### config.mk
export PLATFORM = sky130hd
export DESIGN_NAME = uart_top
export DESIGN_NICKNAME = d
export VERILOG_FILES = /design/src/uart_pkg.sv /design/src/sync_fifo.sv /design/src/uart_tx.sv /design/src/uart_rx.sv /design/src/uart_top.sv
export VERILOG_INCLUDE_DIRS = /design/src
export SDC_FILE = /design/constraint.sdc
export NUM_CORES = 1
export LEC_CHECK = 0
export BUFFER_PORTS_ARGS = -buffer_cell sky130_fd_sc_hd__buf_2
export CORE_ASPECT_RATIO = 0.7
export CORE_MARGIN = 2
export CORE_UTILIZATION = 55
export CTS_CLUSTER_DIAMETER = 200
export DETAILED_ROUTE_END_ITERATION = 6
export GPL_ROUTABILITY_DRIVEN = 0
export PLACE_DENSITY = 0.75
export SLEW_MARGIN = 40
export SYNTH_ARGS = -nofsm -noshare
export SYNTH_HDL_FRONTEND = slang
export SYNTH_HIERARCHICAL = 1
export SYNTH_SLANG_ARGS = --single-unit
### constraint.sdc
create_clock -name clk -period 2.2 [get_ports clk]
set_input_delay 0.33 -clock clk [delete_from_list [all_inputs] [get_ports clk]]
set_output_delay 0.33 -clock clk [all_outputs]
set_load 0.05 [all_outputs]
### src/uart_params.svh
`ifndef UART_PARAMS_SVH
`define UART_PARAMS_SVH

// Bits per character
`define UART_DATA_W 8

// Clock cycles per serial bit
// Kept short so simulation runs fast
`define UART_CYCLES_PER_BIT 16

// Transmit FIFO depth, power of two only
`define UART_FIFO_DEPTH 8

`endif

### src/uart_pkg.sv
`include "uart_params.svh"

package uart_pkg;

    // One character on the line
    typedef logic [`UART_DATA_W-1:0] uart_byte_t;

    // Bit-period counter, holds values up to the cycles per bit
    typedef logic [$clog2(`UART_CYCLES_PER_BIT + 1)-1:0] baud_cnt_t;

    // Index of the data bit within a frame
    typedef logic [2:0] bit_idx_t;

    typedef enum logic [1:0] {
        TX_IDLE,
        TX_START,
        TX_DATA,
        TX_STOP
    } tx_state_t;

    typedef enum logic [1:0] {
        RX_IDLE,
        RX_START,
        RX_DATA,
        RX_STOP
    } rx_state_t;

endpackage

### src/sync_fifo.sv
`timescale 1ns/1ps

module sync_fifo #(
    parameter int DEPTH = 8,
    parameter int WIDTH = 8
) (
    input  logic             clk,
    input  logic             rst_n,
    input  logic [WIDTH-1:0] in_data,
    input  logic             in_valid,
    output logic             in_ready,
    output logic [WIDTH-1:0] out_data,
    output logic             out_valid,
    input  logic             out_ready
);

    localparam int AW = $clog2(DEPTH);

    logic [WIDTH-1:0] mem [DEPTH];

    // Extra top bit tells full from empty when addresses match
    logic [AW:0] wr_ptr;
    logic [AW:0] rd_ptr;

    logic full;
    logic empty;
    logic push;
    logic pop;

    assign empty = (wr_ptr == rd_ptr);
    assign full  = (wr_ptr[AW] != rd_ptr[AW]) &&
                   (wr_ptr[AW-1:0] == rd_ptr[AW-1:0]);

    assign in_ready  = !full;
    assign out_valid = !empty;
    assign out_data  = mem[rd_ptr[AW-1:0]];

    assign push = in_valid && in_ready;
    assign pop  = out_valid && out_ready;

    always_ff @(posedge clk)
    begin
        if (!rst_n)
        begin
            wr_ptr <= '0;
            rd_ptr <= '0;
        end
        else
        begin
            if (push)
            begin
                wr_ptr <= wr_ptr + 1'b1;
            end
            if (pop)
            begin
                rd_ptr <= rd_ptr + 1'b1;
            end
        end
    end

    // Storage
    always_ff @(posedge clk)
    begin
        if (push)
        begin
            mem[wr_ptr[AW-1:0]] <= in_data;
        end
    end

endmodule

### src/uart_tx.sv
`timescale 1ns/1ps
`include "uart_params.svh"

module uart_tx (
    input  logic                 clk,
    input  logic                 rst_n,
    input  uart_pkg::uart_byte_t data,
    input  logic                 valid,
    output logic                 ready,
    output logic                 tx,
    output logic                 busy
);

    localparam uart_pkg::baud_cnt_t BIT_LAST =
        uart_pkg::baud_cnt_t'(`UART_CYCLES_PER_BIT - 1);

    // Stop state is one cycle short, the idle cycle holding
    // the line high finishes the stop bit
    localparam uart_pkg::baud_cnt_t STOP_LAST =
        uart_pkg::baud_cnt_t'(`UART_CYCLES_PER_BIT - 2);

    localparam uart_pkg::bit_idx_t IDX_LAST =
        uart_pkg::bit_idx_t'(`UART_DATA_W - 1);

    uart_pkg::tx_state_t  state;
    uart_pkg::baud_cnt_t  baud_cnt;
    uart_pkg::bit_idx_t   bit_idx;
    uart_pkg::uart_byte_t shift_reg;
    logic                 tx_q;
    logic                 bit_end;

    assign bit_end = (baud_cnt == BIT_LAST);

    assign ready = (state == uart_pkg::TX_IDLE);
    assign busy  = (state != uart_pkg::TX_IDLE);
    assign tx    = tx_q;

    always_ff @(posedge clk)
    begin
        if (!rst_n)
        begin
            state    <= uart_pkg::TX_IDLE;
            baud_cnt <= '0;
            bit_idx  <= '0;
            tx_q     <= 1'b1;
        end
        else
        begin
            case (state)
                uart_pkg::TX_IDLE:
                begin
                    // Line drops on the cycle after the pop
                    if (valid)
                    begin
                        state    <= uart_pkg::TX_START;
                        baud_cnt <= '0;
                        tx_q     <= 1'b0;
                    end
                end
                uart_pkg::TX_START:
                begin
                    if (bit_end)
                    begin
                        state    <= uart_pkg::TX_DATA;
                        baud_cnt <= '0;
                        bit_idx  <= '0;
                        tx_q     <= shift_reg[0];
                    end
                    else
                    begin
                        baud_cnt <= baud_cnt + 1'b1;
                    end
                end
                uart_pkg::TX_DATA:
                begin
                    if (bit_end)
                    begin
                        baud_cnt <= '0;
                        if (bit_idx == IDX_LAST)
                        begin
                            state <= uart_pkg::TX_STOP;
                            tx_q  <= 1'b1;
                        end
                        else
                        begin
                            bit_idx <= bit_idx + 1'b1;
                            tx_q    <= shift_reg[1];
                        end
                    end
                    else
                    begin
                        baud_cnt <= baud_cnt + 1'b1;
                    end
                end
                uart_pkg::TX_STOP:
                begin
                    if (baud_cnt == STOP_LAST)
                    begin
                        state <= uart_pkg::TX_IDLE;
                    end
                    else
                    begin
                        baud_cnt <= baud_cnt + 1'b1;
                    end
                end
                default:
                begin
                    state <= uart_pkg::TX_IDLE;
                    tx_q  <= 1'b1;
                end
            endcase
        end
    end

    // LSB of the shift register is always the bit on the line
    always_ff @(posedge clk)
    begin
        if (ready && valid)
        begin
            shift_reg <= data;
        end
        else if (state == uart_pkg::TX_DATA && bit_end)
        begin
            shift_reg <= shift_reg >> 1;
        end
    end

endmodule

### src/uart_rx.sv
`timescale 1ns/1ps
`include "uart_params.svh"

module uart_rx (
    input  logic                 clk,
    input  logic                 rst_n,
    input  logic                 rx,
    output uart_pkg::uart_byte_t data,
    output logic                 valid,
    output logic                 frame_err
);

    localparam uart_pkg::baud_cnt_t BIT_LAST =
        uart_pkg::baud_cnt_t'(`UART_CYCLES_PER_BIT - 1);

    localparam uart_pkg::baud_cnt_t HALF_LAST =
        uart_pkg::baud_cnt_t'(`UART_CYCLES_PER_BIT / 2 - 1);

    localparam uart_pkg::bit_idx_t IDX_LAST =
        uart_pkg::bit_idx_t'(`UART_DATA_W - 1);

    uart_pkg::rx_state_t  state;
    uart_pkg::baud_cnt_t  baud_cnt;
    uart_pkg::bit_idx_t   bit_idx;
    uart_pkg::uart_byte_t shift_reg;

    logic rx_meta;
    logic rx_sync;
    logic rx_prev;
    logic valid_q;
    logic frame_err_q;
    logic fall;

    // Idle line is high
    always_ff @(posedge clk)
    begin
        if (!rst_n)
        begin
            rx_meta <= 1'b1;
            rx_sync <= 1'b1;
            rx_prev <= 1'b1;
        end
        else
        begin
            rx_meta <= rx;
            rx_sync <= rx_meta;
            rx_prev <= rx_sync;
        end
    end

    assign fall = rx_prev && !rx_sync;

    assign data      = shift_reg;
    assign valid     = valid_q;
    assign frame_err = frame_err_q;

    always_ff @(posedge clk)
    begin
        if (!rst_n)
        begin
            state       <= uart_pkg::RX_IDLE;
            baud_cnt    <= '0;
            bit_idx     <= '0;
            valid_q     <= 1'b0;
            frame_err_q <= 1'b0;
        end
        else
        begin
            valid_q     <= 1'b0;
            frame_err_q <= 1'b0;
            case (state)
                uart_pkg::RX_IDLE:
                begin
                    if (fall)
                    begin
                        state    <= uart_pkg::RX_START;
                        baud_cnt <= '0;
                    end
                end
                uart_pkg::RX_START:
                begin
                    // Half a bit in, line must still be low
                    if (baud_cnt == HALF_LAST)
                    begin
                        baud_cnt <= '0;
                        bit_idx  <= '0;
                        if (rx_sync)
                        begin
                            state <= uart_pkg::RX_IDLE;
                        end
                        else
                        begin
                            state <= uart_pkg::RX_DATA;
                        end
                    end
                    else
                    begin
                        baud_cnt <= baud_cnt + 1'b1;
                    end
                end
                uart_pkg::RX_DATA:
                begin
                    if (baud_cnt == BIT_LAST)
                    begin
                        baud_cnt <= '0;
                        if (bit_idx == IDX_LAST)
                        begin
                            state <= uart_pkg::RX_STOP;
                        end
                        else
                        begin
                            bit_idx <= bit_idx + 1'b1;
                        end
                    end
                    else
                    begin
                        baud_cnt <= baud_cnt + 1'b1;
                    end
                end
                uart_pkg::RX_STOP:
                begin
                    if (baud_cnt == BIT_LAST)
                    begin
                        state       <= uart_pkg::RX_IDLE;
                        baud_cnt    <= '0;
                        valid_q     <= rx_sync;
                        frame_err_q <= !rx_sync;
                    end
                    else
                    begin
                        baud_cnt <= baud_cnt + 1'b1;
                    end
                end
                default:
                begin
                    state <= uart_pkg::RX_IDLE;
                end
            endcase
        end
    end

    // Bits arrive LSB first, so shift in from the top
    always_ff @(posedge clk)
    begin
        if (state == uart_pkg::RX_DATA && baud_cnt == BIT_LAST)
        begin
            shift_reg <= {rx_sync, shift_reg[`UART_DATA_W-1:1]};
        end
    end

endmodule

### src/uart_top.sv
`timescale 1ns/1ps
`include "uart_params.svh"

module uart_top (
    input  logic                 clk,
    input  logic                 rst_n,
    input  uart_pkg::uart_byte_t in_data,
    input  logic                 in_valid,
    output logic                 in_ready,
    output logic                 tx,
    output logic                 tx_busy,
    input  logic                 rx,
    output uart_pkg::uart_byte_t rx_data,
    output logic                 rx_valid,
    output logic                 rx_frame_err
);

    uart_pkg::uart_byte_t fifo_data;
    logic                 fifo_valid;
    logic                 fifo_ready;

    // Transmit buffer between host and serializer
    sync_fifo #(
        .DEPTH (`UART_FIFO_DEPTH),
        .WIDTH (`UART_DATA_W)
    ) sync_fifo_inst (
        .clk       (clk),
        .rst_n     (rst_n),
        .in_data   (in_data),
        .in_valid  (in_valid),
        .in_ready  (in_ready),
        .out_data  (fifo_data),
        .out_valid (fifo_valid),
        .out_ready (fifo_ready)
    );

    uart_tx uart_tx_inst (
        .clk   (clk),
        .rst_n (rst_n),
        .data  (fifo_data),
        .valid (fifo_valid),
        .ready (fifo_ready),
        .tx    (tx),
        .busy  (tx_busy)
    );

    // Receive path is independent of the transmit chain
    uart_rx uart_rx_inst (
        .clk       (clk),
        .rst_n     (rst_n),
        .rx        (rx),
        .data      (rx_data),
        .valid     (rx_valid),
        .frame_err (rx_frame_err)
    );

endmodule

---- Yosys cells after proc, flatten, opt, wreduce, memory -nomap -nowiden ----
Memory sizes are Yosys's and may differ from the RTL's. A register that Yosys moved wholly into a read port is not among the register bits.
Cells that the tools add are included.
word-level totals
  output and inout port bits .............. 13
  word-level logic and storage cells ...... 116
  bits in registers ....................... 50
  memory bits (writable) .................. 64
  memories ................................ 1
memory list
  name                depth  bits a word  read ports  clocked after Yosys merged registers in  wr ports  line             text
  sync_fifo_inst.mem  8      8            1           1                                        1         sync_fifo.sv:19  logic [WIDTH-1:0] mem [DEPTH];
cells by class
  eq/ne operators ......................... 28
  muxes and demuxes ....................... 40
  reductions and logical operators ........ 25
  add/sub/neg operators ................... 6
operators by type and width
  operator                                                number
  2-to-1 mux 5 bit                                        6
  case mux 5 bit (3 select lines)                         2
  2-to-1 mux 3 bit                                        8
  2-to-1 mux 2 bit                                        11
  inequality test 2 x 1 -> 1 bit (second input constant)  9
  2-to-1 mux 8 bit                                        2
  case mux 2 bit (4 select lines)                         2
  == test 5 x 4 -> 1 bit (second input constant)          3
  case mux 3 bit (2 select lines)                         2
  AND reduction 4 bit                                     3
  adder 5 x 1 -> 5 bit (second input constant)            2
  AND reduction 5 bit                                     2
  adder 4 x 1 -> 4 bit (second input constant)            2
  == test 2 bit (second input constant)                   4
  inequality test 2 bit (second input constant)           4
  nonzero test 2 bit                                      4
  adder 3 x 1 -> 3 bit (second input constant)            2
  == test 3 bit (second input constant)                   2
  logical AND 1 bit                                       6
  2-to-1 mux 1 bit                                        6
  == test 5 x 3 -> 1 bit (second input constant)          1
  == test 2 x 1 -> 1 bit (second input constant)          2
  == test 4 bit                                           1
  logical NOT 2 bit                                       2
  8 further kinds                                         11

---- Longest topological paths before layout ----
  word-level depth ........................ 6
  mapped depth ............................ 8
  gate-level depth less buffers ........... 7

---- Hierarchy ----
Netlist, hierarchy kept.
by module, submodules not included
  module     instances  cells each  area an instance (µm²)
  sync_fifo  1          178         3244.4
  uart_tx    1          110         1106.1
  uart_rx    1          92          1004.7

---- Least setup slack after synthesis ----
OpenSTA, ideal clock, no wires.
  kind .................................... flip-flop to flip-flop
  from .................................... reg sync_fifo_inst.wr_ptr[0]
  to ...................................... mem sync_fifo_inst.mem[3][0] (enable)
  buffers on the path ..................... 1
  arrival time ............................ 1930 ps
  required time ........................... 1802 ps
  stages on the path, launching flop included .. 5
  setup slack ............................. -127 ps
  path through ............................ dfxtp_1 > buf_2 > xor2_1 > nor4_4 > nor4b_1
on the way
  cells in the longest elaborated chain, start to end .. 6
ends and longest elaborated chain
  element                                 line             text
  start, declared                         sync_fifo.sv:22  logic [AW:0] wr_ptr;
  start signal, assigned                  sync_fifo.sv:52  wr_ptr <= wr_ptr + 1'b1;
  == test 3 bit                           sync_fifo.sv:32  (wr_ptr[AW-1:0] == rd_ptr[AW-1:0]);
  logical AND 1 bit                       sync_fifo.sv:31  assign full = (wr_ptr[AW] != rd_ptr[AW]) &&
  logical NOT 1 bit                       sync_fifo.sv:34  assign in_ready = !full;
  logical AND 1 bit                       sync_fifo.sv:38  assign push = in_valid && in_ready;
  2-to-1 mux 1 bit                        sync_fifo.sv:64  if (push)
  2-to-1 mux 1 bit (implied by the code)  sync_fifo.sv:66  mem[wr_ptr[AW-1:0]] <= in_data;
  end, declared                           sync_fifo.sv:19
Several ways; a longest one is shown, not always the timed one.

---- Worst setup path in the final report ----
  from .................................... reg sync_fifo_inst.rd_ptr[0]
  to ...................................... reg uart_tx_inst.baud_cnt[0]
on the way
  cells in the longest elaborated chain, start to end .. 3
ends and longest elaborated chain
  element                          line             text
  start, declared                  sync_fifo.sv:23  logic [AW:0] rd_ptr;
  start signal, assigned           sync_fifo.sv:56  rd_ptr <= rd_ptr + 1'b1;
  == test 4 bit                    sync_fifo.sv:30  assign empty = (wr_ptr == rd_ptr);
  inequality test 2 bit (no line)  --
  AND reduction 2 bit (no line)    --
  end signal, assigned             uart_tx.sv:71    baud_cnt <= baud_cnt + 1'b1;
  end signal, assigned             uart_tx.sv:92    baud_cnt <= baud_cnt + 1'b1;
  end signal, assigned             uart_tx.sv:103   baud_cnt <= baud_cnt + 1'b1;
  end, declared                    uart_tx.sv:26    uart_pkg::baud_cnt_t baud_cnt;
Every way passes these cells.
A chain may end at the register's enable or synchronous reset.

==> results.yml <==
logic_synthesis:
  yosys-top-cells-area: "edfxtp_1 (45%), dfxtp_1 (14%), mux4_1 (6.9%)"
  yosys.cell_types.count: 63
  synth_ff_type: "edfxtp_1"
  synth_top_area_cell: "edfxtp_1"
  synth.most_common_cell: "edfxtp_1"
  synthTopCellsByCount: "edfxtp_1 (80), nand2_1 (40), dfxtp_1 (37), ha_1 (16)"
  netlist_area_um2: 5360
  seq_area_frac_synth_pct: 58.7
  synth_top_area_share_pct: 44.9
  synth-seq-cells: 117
  synth-edff-count: 80
  async_flop_share_pct: 0
  synth_nets: 408
  syn_avg_cell_area_um2: 14.1
  syn_inst: 380
  yosysWarnings: 6
die:
  row_count: 30
  initial_utilization_pct: 55.9
  ios: 25
  die_area_um2: 10600
  fp.dieH_um: 86.6
  core_um2: 9570
  die_x_um: 122
layout:
  largest_reg_flops: 64
  stdcell_count: 571
  area_growth_pct: 17.4
  antenna_cells: 0
  drive_above_1_share_pct: 24.8
  nFillCells: 702
  nets: 458
  stdcell_area_um2: 6280
power:
  power.density_nw_per_um2: 1060
  irDropWorstVdd_mv: 0.716
  p_leak_nw: 2.36
detailed_routing:
  antenna_left: 0
  wl_per_cell_um: 18.2
  route.detailed.drc: 0
  vias: 3244
  wirelength_um: 10400
  drt_pass1_iterations: 4
  drt_iter0_drc: 239
  vias_per_cell: 5.68
placement:
  place_area_um2: 5710
  post-place-cells: 538
  numPortBuffers: 24
  hpwl_um: 7000
sta:
  hold_violations: 0
  hold_ws_ps: 95.2
  worst_pin_slew_ps: 518
  min_period_over_period_pct: 93.7
  relSlewSlack_pct: 65.4
  fin_crit_ps: 2060
  fin_setup_tns_ps: 0
  clock.fmax_mhz: 485
  clock_skew_ps: 10.7
  slew_violations: 0
  rsz0062_at_grt: "no"
  setup_viol: 0
global_route:
  first_global_vias: 3219
  grt_pass1_wl_um: 16700
  grt_usage_pct: 21.4
  grt_antenna_before_repair: 1
  gr-total-overflow: 0
  grt_max_degree: 24
worst_setup_path:
  critPathMaxFanout: 9
  cp.arrival_ps: 2400
  criticalPathCategory: "register to register"
  worst_ep_required_time_ps: 2540
  start_kind: "register"
  end_kind: "register"
cts:
  worstSkewPairLatency_ps: 420
  cts.htree.levels: 4
  cts_made_buffers: 17
  cts-root-buf: "clkbuf_16"
  clk_pin_slew_worst_paths_ps: 60
  cts_tree: "done"
  clockBufferDepth: 2
  hold_buffers: 0
  cts.sinks: 117
min_path:
  hold_class: "input port to register"
outcome:
  status: "completed"
flow_run:
  drv_cap: 0
what timing repair did:
| action | 4_1_cts | 5_1_grt |
|---|---|---|
| resized for setup | 1 | 1 |
| endpoints found under the setup margin | 1 | 8 |
| setup buffers | 1 | 0 |
| pin swaps | 1 | 0 |
area by class of cell:
class                           instances  area, µm²  area share, %
Clock buffer                           17        425           6.77
Clock inverter                         15        134           2.13
Inverter                               13       48.8          0.776
Multi-Input combinational cell        231       2060           32.7
Sequential cell                       117       3140           50.0
Tap cell                              128        160           2.55
Timing Repair Buffer                   50        315           5.02
worst max-delay path: stages (launching register included):
cell and delay [ps]:
dfxtp_1 350, xor2_1 450, nor3_1 130, nand2_1 150, buf_4 140, o22ai_4 100
or4_1 520, a21boi_1 150
final timing paths:
| path | start | depth (start not counted) | to | slack [ps] |
|---|---|---|---|---|
| setup / recovery | sync_fifo_inst/rd_ptr[0] | 7 | uart_tx_inst/baud_cnt[0] | 140 |
| hold / removal | rx | 2 | uart_rx_inst/rx_meta | 100 |
| setup reg to reg | sync_fifo_inst/rd_ptr[0] | 7 | uart_tx_inst/baud_cnt[0] | 140 |
| hold reg to reg | uart_rx_inst/rx_meta | 1 | uart_rx_inst/rx_sync | 420 |
cell usage in the layout, fill, tap and decap left out, drive strengths merged, types with 5 or more instances in the layout:
master  instances
nand2          40
clkbuf         17
clkinv         11
inv            15
dfxtp          37
nand3           8
nor2            6
mux4           16
nand2b         11
edfxtp         80
buf            50
mux2i          15
o31ai           5
mux2           15
nor3            7
o21ai          11
ha             16
xor2            6
a21boi          7
metrics by stage:
stage	worst slack [ps]	utilization (%)	power, mW
after floorplan	-127	-	3.73
after global placement	240	59.6	4.05
after detailed placement	192	59.6	4.10
after CTS	125	65.6	6.69
after global routing	16.3	65.7	6.90
final	139	65.7	6.64
report_power, final:
part           switching [mW]  total, mW  internal [mW]
combinational           0.760       1.41          0.646
clock                    1.01       2.57           1.56
sequential             0.0825       2.66           2.58
layer usage:
layer | vias up | routed length, µm | track usage (%)
met1 | 1600 | 4870 | 29.9
met5 | - | 0 | 0
li1 | 1567 | - | -
met3 | 21 | 508 | 5.00
met4 | 0 | 163 | 9.09
met2 | 56 | 4840 | 32.5
logic make-up after synthesis:
kind of cell	after synthesis	share of synthesized area [%]
AO/OA/AOI/OAI	46	7.03
XOR/XNOR	10	1.78
adder cells (fa/ha/maj)	16	3.74
buffers and inverters	32	3.15
flip-flops	117	58.7
multiplexers	46	13.7
AND/OR/NAND/NOR	113	11.9
(Power assumes the default switching activity.)
